$ cat config.mk
export PLATFORM = sky130hd
export DESIGN_NAME = encoder_top
export DESIGN_NICKNAME = d
export VERILOG_FILES = /design/src/source/encoder_pkg.sv /design/src/source/encoder_top.sv /design/src/source/fallback_packer.sv /design/src/source/sample_capture.sv /design/src/source/stream_packer.sv /design/src/source/word_formatter.sv
export SDC_FILE = /design/constraint.sdc
export NUM_CORES = 1
export LEC_CHECK = 0
export ABC_AREA = 1
export BUFFER_PORTS_ARGS = -buffer_cell sky130_fd_sc_hd__buf_2
export CORE_MARGIN = 3
export CORE_UTILIZATION = 40
export DETAILED_ROUTE_END_ITERATION = 8
export PLACE_DENSITY = 0.55
export SYNTH_ARGS = -nofsm -noshare
export SYNTH_HDL_FRONTEND = slang
export SYNTH_SLANG_ARGS = --single-unit
export TNS_END_PERCENT = 30
$ cat constraint.sdc
create_clock -name CLK_A -period 4.2 [get_ports CLK_A]
set_input_delay 0.21 -clock CLK_A [delete_from_list [all_inputs] [get_ports CLK_A]]
set_output_delay 0.21 -clock CLK_A [all_outputs]
set_load 0.05 [all_outputs]
$ cat src/source/encoder_pkg.sv
/*
   shared definitions for the output encoder:
   field widths, word codes, sync and idle patterns,
   sample type, word kind enum and the encoded word union
*/

`default_nettype none

package encoder_pkg;

   ////////////////////////////////////////////////////////////////////////////
   // widths
   localparam int SAMPLE_W     = 13;
   localparam int BAS_W        = 6;   // baseline sample, low bits only
   localparam int WORD_W       = 32;
   localparam int BAS_PER_WORD = 5;

   ////////////////////////////////////////////////////////////////////////////
   // word codes and fixed patterns
   localparam logic [1:0]          CODE_BAS_FULL = 2'b01;
   localparam logic [1:0]          CODE_BAS_PART = 2'b10;
   localparam logic [5:0]          CODE_SIG_PAIR = 6'b001010;
   localparam logic [5:0]          CODE_SIG_SYNC = 6'b001011;
   localparam logic [SAMPLE_W-1:0] SYNC_PATTERN  = 13'b0101010101010;
   localparam logic [WORD_W-1:0]   IDLE_WORD     = 32'hF000_0000;
   localparam logic [3:0]          FB_MARK       = 4'b1111;

   typedef logic [SAMPLE_W-1:0] sample_t;

   typedef enum logic [1:0]
   {
      bas_full,
      bas_part,
      sig_pair,
      sig_sync
   } word_kind_t;

   // baseline layout, in a full word count and payload hold samples 5..1
   typedef struct packed
   {
      logic [1:0]  code;
      logic [5:0]  count;
      logic [23:0] payload;   // sample 1 lowest
   } bas_view_t;

   // signal layout
   typedef struct packed
   {
      logic [5:0] code;
      sample_t    upper;
      sample_t    lower;
   } sig_view_t;

   typedef union packed
   {
      bas_view_t bas;
      sig_view_t sig;
   } enc_word_u;

endpackage

`default_nettype wire

$ cat src/source/encoder_top.sv
/*
   encoder top level
   capture stage feeding the stream packer with its formatter,
   and the fallback packer in parallel
*/

`timescale 1ns/1ps
`default_nettype none

module encoder_top
   import encoder_pkg::*;
(
   input  logic              CLK_A,
   input  logic              reset,
   input  logic              sample_strobe,
   input  sample_t           sample,
   input  logic              baseline_flag,
   input  logic              fallback,
   output logic [WORD_W-1:0] data_word,
   output logic              data_load,
   output logic [WORD_W-1:0] fb_word,
   output logic              fb_load
);

   logic                          cap_strobe;
   sample_t                       cap_sample;
   logic                          cap_baseline;
   logic                          cap_fallback;
   logic                          close_valid;
   word_kind_t                    close_kind;
   logic [2:0]                    close_count;
   logic [BAS_PER_WORD*BAS_W-1:0] close_bas;
   sample_t                       close_sig_hi;
   sample_t                       close_sig_lo;

   sample_capture u_capture (
      .CLK_A(CLK_A), .reset(reset),
      .sample_strobe(sample_strobe), .sample(sample),
      .baseline_flag(baseline_flag), .fallback(fallback),
      .cap_strobe(cap_strobe), .cap_sample(cap_sample),
      .cap_baseline(cap_baseline), .cap_fallback(cap_fallback)
   );

   stream_packer u_packer (
      .CLK_A(CLK_A), .reset(reset),
      .cap_strobe(cap_strobe), .cap_sample(cap_sample),
      .cap_baseline(cap_baseline), .cap_fallback(cap_fallback),
      .close_valid(close_valid), .close_kind(close_kind), .close_count(close_count),
      .close_bas(close_bas), .close_sig_hi(close_sig_hi), .close_sig_lo(close_sig_lo)
   );

   word_formatter u_formatter (
      .CLK_A(CLK_A), .reset(reset),
      .close_valid(close_valid), .close_kind(close_kind), .close_count(close_count),
      .close_bas(close_bas), .close_sig_hi(close_sig_hi), .close_sig_lo(close_sig_lo),
      .data_word(data_word), .data_load(data_load)
   );

   // fallback path, two cycles from the second strobe
   fallback_packer u_fallback (
      .CLK_A(CLK_A), .reset(reset),
      .cap_strobe(cap_strobe), .cap_sample(cap_sample), .cap_fallback(cap_fallback),
      .fb_word(fb_word), .fb_load(fb_load)
   );

endmodule

`default_nettype wire

$ cat src/source/fallback_packer.sv
/*
   fallback mode stage
   pairs captured samples and adds the inverted-XOR parities
*/

`timescale 1ns/1ps
`default_nettype none

module fallback_packer
   import encoder_pkg::*;
(
   input  logic              CLK_A,
   input  logic              reset,
   input  logic              cap_strobe,
   input  sample_t           cap_sample,
   input  logic              cap_fallback,
   output logic [WORD_W-1:0] fb_word,
   output logic              fb_load
);

   sample_t first_buf;   // first sample of the pair
   logic    half;        // one sample waiting

   always_ff @(posedge CLK_A)
   begin
      if (!reset)
      begin
         first_buf <= '0;
         half      <= 1'b0;
         fb_word   <= '0;
         fb_load   <= 1'b0;
      end
      else if (!cap_fallback)
      begin
         first_buf <= '0;   // leaving fallback drops a half pair
         half      <= 1'b0;
         fb_load   <= 1'b0;
      end
      else
      begin
         fb_load <= 1'b0;
         if (cap_strobe && !half)
         begin
            first_buf <= cap_sample;
            half      <= 1'b1;
         end
         else if (cap_strobe)
         begin
            fb_word <= {FB_MARK, ~^cap_sample, ~^first_buf, cap_sample, first_buf};
            fb_load <= 1'b1;
            half    <= 1'b0;
         end
      end
   end

endmodule

`default_nettype wire

$ cat src/source/sample_capture.sv
/*
   input register stage
   aligns sample, baseline flag and mode flag with the strobe
*/

`timescale 1ns/1ps
`default_nettype none

module sample_capture
   import encoder_pkg::*;
(
   input  logic    CLK_A,
   input  logic    reset,
   input  logic    sample_strobe,
   input  sample_t sample,
   input  logic    baseline_flag,
   input  logic    fallback,
   output logic    cap_strobe,
   output sample_t cap_sample,
   output logic    cap_baseline,
   output logic    cap_fallback
);

   always_ff @(posedge CLK_A)
   begin
      if (!reset)
      begin
         cap_strobe   <= 1'b0;
         cap_fallback <= 1'b0;
      end
      else
      begin
         cap_strobe   <= sample_strobe;
         cap_fallback <= fallback;   // mode follows the sample it came with
      end
   end

   always_ff @(posedge CLK_A)
   begin
      cap_sample   <= sample;
      cap_baseline <= baseline_flag;
   end

endmodule

`default_nettype wire

$ cat src/source/stream_packer.sv
/*
   packing stage of the normal data stream
   holds pending baseline and signal samples, applies the word
   rules per strobed sample and registers one close event per word
*/

`timescale 1ns/1ps
`default_nettype none

module stream_packer
   import encoder_pkg::*;
(
   input  logic                          CLK_A,
   input  logic                          reset,
   input  logic                          cap_strobe,
   input  sample_t                       cap_sample,
   input  logic                          cap_baseline,
   input  logic                          cap_fallback,
   output logic                          close_valid,
   output word_kind_t                    close_kind,
   output logic [2:0]                    close_count,
   output logic [BAS_PER_WORD*BAS_W-1:0] close_bas,
   output sample_t                       close_sig_hi,
   output sample_t                       close_sig_lo
);

   logic [BAS_PER_WORD*BAS_W-1:0] bas_buf;   // sample i at slot i-1, empty slots zero
   logic [2:0]                    bas_cnt;
   logic                          sig_pend;
   sample_t                       sig_buf;
   logic [BAS_W-1:0]              new_bas;
   logic                          last_bas;

   assign new_bas  = cap_sample[BAS_W-1:0];
   assign last_bas = (bas_cnt == 3'(BAS_PER_WORD - 1));

   ////////////////////////////////////////////////////////////////////////////
   // pending state and close events
   always_ff @(posedge CLK_A)
   begin
      if (!reset)
      begin
         bas_buf     <= '0;
         bas_cnt     <= 3'd0;
         sig_pend    <= 1'b0;
         close_valid <= 1'b0;
      end
      else if (cap_fallback)
      begin
         // fallback mode owns the samples, drop anything pending here
         bas_buf     <= '0;
         bas_cnt     <= 3'd0;
         sig_pend    <= 1'b0;
         close_valid <= 1'b0;
      end
      else
      begin
         close_valid <= 1'b0;
         if (cap_strobe)
         begin
            if (cap_baseline && sig_pend)
            begin
               // lone signal closed by a baseline sample
               close_valid  <= 1'b1;
               close_kind   <= sig_sync;
               close_sig_hi <= cap_sample;
               close_sig_lo <= sig_buf;
               sig_pend     <= 1'b0;
               bas_buf      <= {{((BAS_PER_WORD-1)*BAS_W){1'b0}}, new_bas};
               bas_cnt      <= 3'd1;
            end
            else if (cap_baseline)
            begin
               if (last_bas)
               begin
                  close_valid <= 1'b1;
                  close_kind  <= bas_full;
                  close_count <= 3'(BAS_PER_WORD);
                  close_bas   <= {new_bas, bas_buf[(BAS_PER_WORD-1)*BAS_W-1:0]};
                  bas_buf     <= '0;
                  bas_cnt     <= 3'd0;
               end
               else
               begin
                  bas_buf[bas_cnt*BAS_W +: BAS_W] <= new_bas;
                  bas_cnt <= bas_cnt + 3'd1;
               end
            end
            else if (bas_cnt != 3'd0)
            begin
               // partial baseline word, signal waits for its partner
               close_valid <= 1'b1;
               close_kind  <= bas_part;
               close_count <= bas_cnt;
               close_bas   <= bas_buf;
               bas_buf     <= '0;
               bas_cnt     <= 3'd0;
               sig_pend    <= 1'b1;
            end
            else if (sig_pend)
            begin
               close_valid  <= 1'b1;
               close_kind   <= sig_pair;
               close_sig_hi <= cap_sample;   // newer sample on top
               close_sig_lo <= sig_buf;
               sig_pend     <= 1'b0;
            end
            else
            begin
               sig_pend <= 1'b1;
            end
         end
      end
   end

   // signal holding register
   always_ff @(posedge CLK_A)
   begin
      if (cap_strobe && !cap_baseline)
      begin
         sig_buf <= cap_sample;
      end
   end

endmodule

`default_nettype wire

$ cat src/source/word_formatter.sv
/*
   output stage of the data stream
   builds the 32-bit word from a close event and registers it
*/

`timescale 1ns/1ps
`default_nettype none

module word_formatter
   import encoder_pkg::*;
(
   input  logic                          CLK_A,
   input  logic                          reset,
   input  logic                          close_valid,
   input  word_kind_t                    close_kind,
   input  logic [2:0]                    close_count,
   input  logic [BAS_PER_WORD*BAS_W-1:0] close_bas,
   input  sample_t                       close_sig_hi,
   input  sample_t                       close_sig_lo,
   output logic [WORD_W-1:0]             data_word,
   output logic                          data_load
);

   enc_word_u next_word;

   always_comb
   begin
      next_word = '0;
      case (close_kind)
         bas_full:
         begin
            next_word.bas.code                        = CODE_BAS_FULL;
            {next_word.bas.count, next_word.bas.payload} = close_bas;   // samples 5..1
         end
         bas_part:
         begin
            next_word.bas.code    = CODE_BAS_PART;
            next_word.bas.count   = {3'b000, close_count};
            next_word.bas.payload = close_bas[23:0];
         end
         sig_pair:
         begin
            next_word.sig.code  = CODE_SIG_PAIR;
            next_word.sig.upper = close_sig_hi;
            next_word.sig.lower = close_sig_lo;
         end
         default:   // sync word
         begin
            next_word.sig.code  = CODE_SIG_SYNC;
            next_word.sig.upper = SYNC_PATTERN;
            next_word.sig.lower = close_sig_lo;
         end
      endcase
   end

   always_ff @(posedge CLK_A)
   begin
      if (!reset)
      begin
         data_word <= IDLE_WORD;
         data_load <= 1'b0;
      end
      else
      begin
         data_load <= close_valid;
         if (close_valid)
         begin
            data_word <= next_word;   // held until the next load
         end
      end
   end

endmodule

`default_nettype wire
==> results of run 1 <==
==> cell families (layout without fill, tap and decap cells) <==
logic type,after synthesis,after routing
fa+ha+maj,7,7
simple gates,367,367
compound gates,197,197
flops,202,202
xor+xnor,23,23
buf+inv,105,217
==> synthesized netlist by cell type (2+ instances only) <==
cell,number
inv_1,53
nand3_2,2
nand2_2,3
ha_1,6
nor2_1,75
xnor2_1,17
buf_6,2
a21oi_1,108
a221oi_1,7
buf_2,4
nand4_1,8
nand2_1,198
o21ai_1,2
nand3_1,60
o21ai_0,60
inv_2,8
nor3_1,8
nand2_4,2
xor2_1,5
clkinv_1,3
nor2_2,6
dfxtp_1,128
buf_4,5
a31oi_1,3
edfxtp_1,74
clkbuf_1,29
o22ai_1,7
o31ai_1,2
o21a_1,4
==> worst paths after layout <==
check                        endpoint  slack (ns)           startpoint
max               u_packer.bas_buf[4]        1.09  u_packer.bas_cnt[0]
min            u_capture.cap_fallback        0.21                reset
max reg2reg       u_packer.bas_buf[4]        1.09  u_packer.bas_cnt[0]
min reg2reg  u_packer.close_sig_lo[7]        0.40  u_packer.sig_buf[7]
==> area by class of cell <==
cell class | instances | area [sq um]
Multi-Input combinational cell | 594 | 2928
Sequential cell | 202 | 4785
Clock inverter | 9 | 56.30
Tap cell | 265 | 331.6
Inverter | 65 | 246.5
Clock buffer | 31 | 594.3
Timing Repair Buffer | 112 | 673.1
Fill cell | 1903 | 10100
==> registers in the layout (all words and copies together) (netlist names), 2 cells and up <==
register,flops
u_packer.close_bas,30
u_formatter.data_word,32
u_packer.close_count,3
u_fallback.first_buf,13
u_capture.cap_sample,13
u_packer.close_sig_hi,13
u_packer.bas_buf,30
u_packer.close_kind,2
u_fallback.fb_word,29
u_packer.bas_cnt,3
u_packer.sig_buf,13
u_packer.close_sig_lo,13
==> through the flow <==
step,hold slack [ns],instances
after global routing,0.2440,1278
after floorplan,0.2377,901
final,0.2109,1278
after global placement,0.3117,1222
after CTS,0.2054,1278
after detailed placement,0.3136,1222
==> power by group <==
| group | total (uW) | leakage [uW] | internal [uW] | switching [uW] |
|---|---|---|---|---|
| logic | 266 | 0.00186 | 80.8 | 185 |
| registers | 2090 | 0.00172 | 2060 | 34.0 |
| clock network | 1740 | 0.000319 | 991 | 754 |
==> layer usage <==
layer | wire [um] | global-route usage
met1 | 10660 | 0.2910
met4 | 436 | 0.05312
met3 | 1070 | 0.02834
met5 | 0 | 0
met2 | 9761 | 0.3026
==> critical path, cell delays in order (launching register included) <==
cell     delay, ns
dfxtp_1       0.64
ha_1          0.33
fa_1          0.51
nor2_1        0.17
nand2_1       0.08
inv_1         0.06
ha_1          0.27
inv_1         0.24
nand4_2       0.23
nand3_1       0.16
nand2_1       0.09
nand2_1       0.07
nand2_1       0.05
nor2_1        0.11
==> reports/summary.txt, run 1 <==
Final setup TNS: 0 ns
First-pass GRT wire length: 34160 um
Post-Synthesis Cells: 901
TritonCTS clock tree: done
Num CTS Buffers: 22
Commonest non-fill, non-tap cells in the layout: 198 x nand2_1, 128 x dfxtp_1, 107 x a21oi_1, 83 x buf_2
Routed vias/inst: 5.081
Lkg Pwr: 0.003899 uW
Leading area contributor after synthesis: dfxtp_1
Hold-fix buffers, CTS: 16
Unrepaired setup endpoints after global routing: no
DR WL/cell: 17.16 um
Vias in the first global route: 6022
Core Region: 19720 sq um
CTS max path bufs: 3
Crit path kind: register to register
Htree depth: 1
Flops & latches, synth: 202
R2R cell count: 13
FMAX: 321.4 MHz
Total power: 4103 uW
Simple-gate share of the synthesized area: 0.1918
Main combinational cell family by area after synthesis: simple AND/OR/NAND/NOR gates
# Post-CTS Setup Buffers: 0
Synth warn: 0
Status: finished, final reports clean
Hold path cells: 4
Mux cell area share after synthesis: 0
Fin. Hold Viols: 0
Post-route DRC: 0
Rows: 51
Sequential fraction of the synthesis area: 0.5880
Max Cap Violations: 0
Slew @ Worst Pin: 0.9964 ns
Die width: 148.6 um
CTS clock-pin slew for the worst setup and hold paths: 0.06 ns
Routability cong.: 0.9589
DP Area: 8803 sq um
Worst endpoint data arrival time: 3.54 ns
Max-slew violations: 0
Util after Layout: 0.4876
Grt total ovfl: 0
Total Wirelength: 21930 um
Design area: 9614 sq um
Final worst-path setup slack: 1.089 ns
Hold WC Path Type: primary input to register
Post-cts gate resize count: 0
Final worst path period share: 0.7408
FFs w/ async S/R, synth: 0
Syn_nets: 926
EDFF count, synth: 74
Mapped Area: 8137 sq um
WP data required: 4.62 ns
Final Skew: 0.02664 ns
Pin count of the biggest net entering global routing: 41
HPWL Detailed: 15160 um
Antenna diode count: 0
Top cell type's share of synthesized area: 0.3149
Synth top area cells: dfxtp_1 31%, edfxtp_1 27%, nand2_1 9.1%
Pre-CTS WS: 1.136 ns
Skew-Pair Late Insertion Delay: 0.51 ns
Layout cell share with drive strength beyond 1: 0.1530
Power per Cell Area: 426.8 nW/um^2
Cell variety after synth: 41
CP Capture Type: register
Starting density of the core: 0.4127
Commonest non-fill, non-tap cell in the layout: nand2_1
# IOs: 84
Iteration-0 DRC Markers: 499
# setup viols final: 0
Mapped Avg Cell Area: 9.031 sq um
Xor/xnor cell area share of the yosys netlist: 0.02568
DR pass1 iterations: 5
Fin nets: 1022
Primary FF master, synth: dfxtp_1
IO buf count: 83
GR Util All Layers: 0.1965
Clock tree root driver cell: clkbuf_16
Clk sinks: 202
Synth Area in Adders: 0.01169
Antenna-violating nets left: 0
Worst setup SP type: register
Synthesis-to-layout area growth: 18.16%
Final worst path period need: 3.111 ns
Worst Path Max Fanout: 14
Die H: 148.6 um
Area fraction in compound gates after synthesis: 0.1293
Die area: 22090 sq um
Slew margin rel.: 0.3350
Antenna violations before repair: 0
Worst vdd ir: 0.0002432 V
Via count: 6493
(Power assumes the default switching activity.)
==> inputs of run 2 (changes only) <==
--- a/config.mk
+++ b/config.mk
@@ -10,7 +10,7 @@
 export CORE_MARGIN = 3
 export CORE_UTILIZATION = 40
 export DETAILED_ROUTE_END_ITERATION = 8
-export PLACE_DENSITY = 0.55
+export PLACE_DENSITY = 0.57
 export SYNTH_ARGS = -nofsm -noshare
 export SYNTH_HDL_FRONTEND = slang
 export SYNTH_SLANG_ARGS = --single-unit
==> constraint.sdc (replaced) <==
create_clock -name CLK_A -period 2.6 [get_ports CLK_A]
set_input_delay 0.13 -clock CLK_A [delete_from_list [all_inputs] [get_ports CLK_A]]
set_output_delay 0.13 -clock CLK_A [all_outputs]
set_load 0.05 [all_outputs]
==> reports/summary.txt, run 2 (same netlist as run 1, synthesis figures left out) <==
Clock tree root driver cell: clkbuf_16
TritonCTS clock tree: done
Skew-Pair Late Insertion Delay: 0.50 ns
Commonest non-fill, non-tap cell in the layout: nand2_1
FMAX: 400.8 MHz
Pin count of the biggest net entering global routing: 40
Commonest non-fill, non-tap cells in the layout: 194 x nand2_1, 126 x dfxtp_1, 106 x a21oi_1, 83 x buf_2, 74 x edfxtp_1
Grt met3 use: 0.03565
Worst vdd ir: 0.0003112 V
Worst setup SP type: register
Die width: 148.6 um
Via count: 6601
Starting density of the core: 0.4127
DR pass1 iterations: 5
First-pass GRT wire length: 34460 um
CTS clock-pin slew for the worst setup and hold paths: 0.06 ns
R2R cell count: 12
Die area: 22090 sq um
Max FFs per register: 32
Antenna violations before repair: 0
Crit-path slowest cell: fa_2
Worst setup path startpoint: u_packer.bas_cnt[0]
Max-slew violations: 0
DP Area: 9037 sq um
Die H: 148.6 um
CP Capture Type: register
Routed vias/inst: 5.043
Reg2Reg Capture Point: u_packer.bas_buf[6]
CP endpoint: u_packer.bas_buf[6]
Total Wirelength: 22040 um
IO buf count: 83
HPWL Detailed: 15470 um
Global routing's busiest layer: met2
# setup viols final: 0
Crit path kind: register to register
DR WL/cell: 16.84 um
CTS max path bufs: 3
Final setup TNS: 0 ns
Biggest regs: u_formatter.data_word x32, u_packer.bas_buf x30, u_packer.close_bas x30
Post-route DRC: 0
Unrepaired setup endpoints after global routing: yes
Final worst path period share: 0.9596
Layout cell share with drive strength beyond 1: 0.1992
Power per Cell Area: 678.2 nW/um^2
Core Region: 19720 sq um
Worst path cell trace: ha_4 > fa_2 > nor2_2 > nand2_2 > inv_2 > ha_4 > clkinvlp_4 > nor3_4 > inv_2 > nor3_4 > nand4_1 > a21oi_1
Reg2reg setup slack: 0.11 ns
M2 GR Usage: 0.3076
Antenna-violating nets left: 0
Lkg Pwr: 0.004107 uW
# IOs: 84
Top reg by flops: u_formatter.data_word
Routability cong.: 0.9758
Max Cap Violations: 0
Antenna diode count: 0
GR Layer Usage met1: 0.2886
WP data required: 3.02 ns
Synthesis-to-layout area growth: 23.24%
Worst Path Max Fanout: 4
Grt total ovfl: 0
GR Util All Layers: 0.1984
Final worst path period need: 2.495 ns
Fin. Hold Viols: 0
Max incr delay on CP: 0.58 ns
Vias in the first global route: 6220
Final Skew: 0.01457 ns
Num CTS Buffers: 22
Clk sinks: 202
Worst r2r src: u_packer.bas_cnt[0]
Hold WC Path Type: primary input to register
Slew @ Worst Pin: 0.7672 ns
Htree depth: 1
Worst endpoint data arrival time: 2.91 ns
Slew margin rel.: 0.4854
Rows: 51
Util after Layout: 0.5085
Fin nets: 1053
Iteration-0 DRC Markers: 529
Design area: 10030 sq um
Status: finished, final reports clean
==> run 2: changes by cell type in the layout (fill, tap and decap cells not counted), moves of 3 or more <==
| cell | delta |
|---|---|
| inv_1 | -4 |
| nor3_4 | +3 |
| clkinv_2 | -3 |
| clkbuf_8 | +4 |
| nand2_1 | -4 |
| nand2_2 | +4 |
| ha_1 | -3 |
| buf_4 | +30 |
| inv_2 | +3 |
==> run 2: per-layer routing <==
metal  up-vias  share of wire
li1       3294              -
met1      3116           0.48
met2       159           0.45
met3        32          0.052
met4         0          0.016
met5         -              0
==> run 2: what timing repair did <==
action,in CTS,in global routing
resized for setup,2,27
hold endpoints to repair,16,0
hold buffers,16,0
pin swaps,0,8
buffers inserted,0,2
setup endpoints to repair,4,26
==> run 2: how the worst min path moves through the flow <==
stage | depth (start not counted) | end | from
5_1_grt | 6 | u_packer.bas_buf[17] | reset
6_report | 6 | u_packer.bas_buf[17] | reset
2_1_floorplan | 0 | u_capture.cap_baseline | baseline_flag
4_1_cts | 6 | u_packer.bas_buf[17] | reset
3_5_place_dp | 1 | u_capture.cap_sample[11] | sample[11]
3_3_place_gp | 1 | u_capture.cap_sample[3] | sample[3]
==> run 2: cell type report <==
type | count | area [sq um]
fillers | 1873 | 9691
flip-flops and latches | 202 | 4787
clock buffers | 36 | 674.4
clock inverters | 4 | 20.02
multi-input cells | 594 | 3045
inverters | 65 | 250.2
well taps | 265 | 331.6
repair buffers | 143 | 918.4
==> run 2: power breakdown <==
| group | leakage, uW | internal (uW) | switching [uW] |
|---|---|---|---|
| clock network | 0.000336 | 1760 | 1180 |
| logic | 0.00205 | 157 | 326 |
| registers | 0.00172 | 3330 | 47.7 |
| total | 0.00411 | 5250 | 1550 |
==> run 2: per-stage QoR <==
| step | power, uW | cells | setup slack, ns | hold WS, ns |
|---|---|---|---|---|
| global route | 7042 | 1309 | -0.06008 | 0.1703 |
| CTS | 6843 | 1307 | 0.07187 | 0.1593 |
| detailed placement | 3883 | 1251 | -0.01146 | 0.2336 |
| floorplan | 3725 | 901 | -0.1123 | 0.1577 |
| global placement | 3883 | 1251 | 0.04913 | 0.2330 |
| finish | 6800 | 1309 | 0.1051 | 0.1766 |
==> run 2: critical path: cells and delay by family (launching register included) <==
family / cells / cell delay [ns]
AO/OA/AOI/OAI: 1 / 0.15
flip-flops: 1 / 0.34
adder cells (fa/ha/maj): 3 / 1.05
buffers and inverters: 3 / 0.27
AND/OR/NAND/NOR: 5 / 0.61
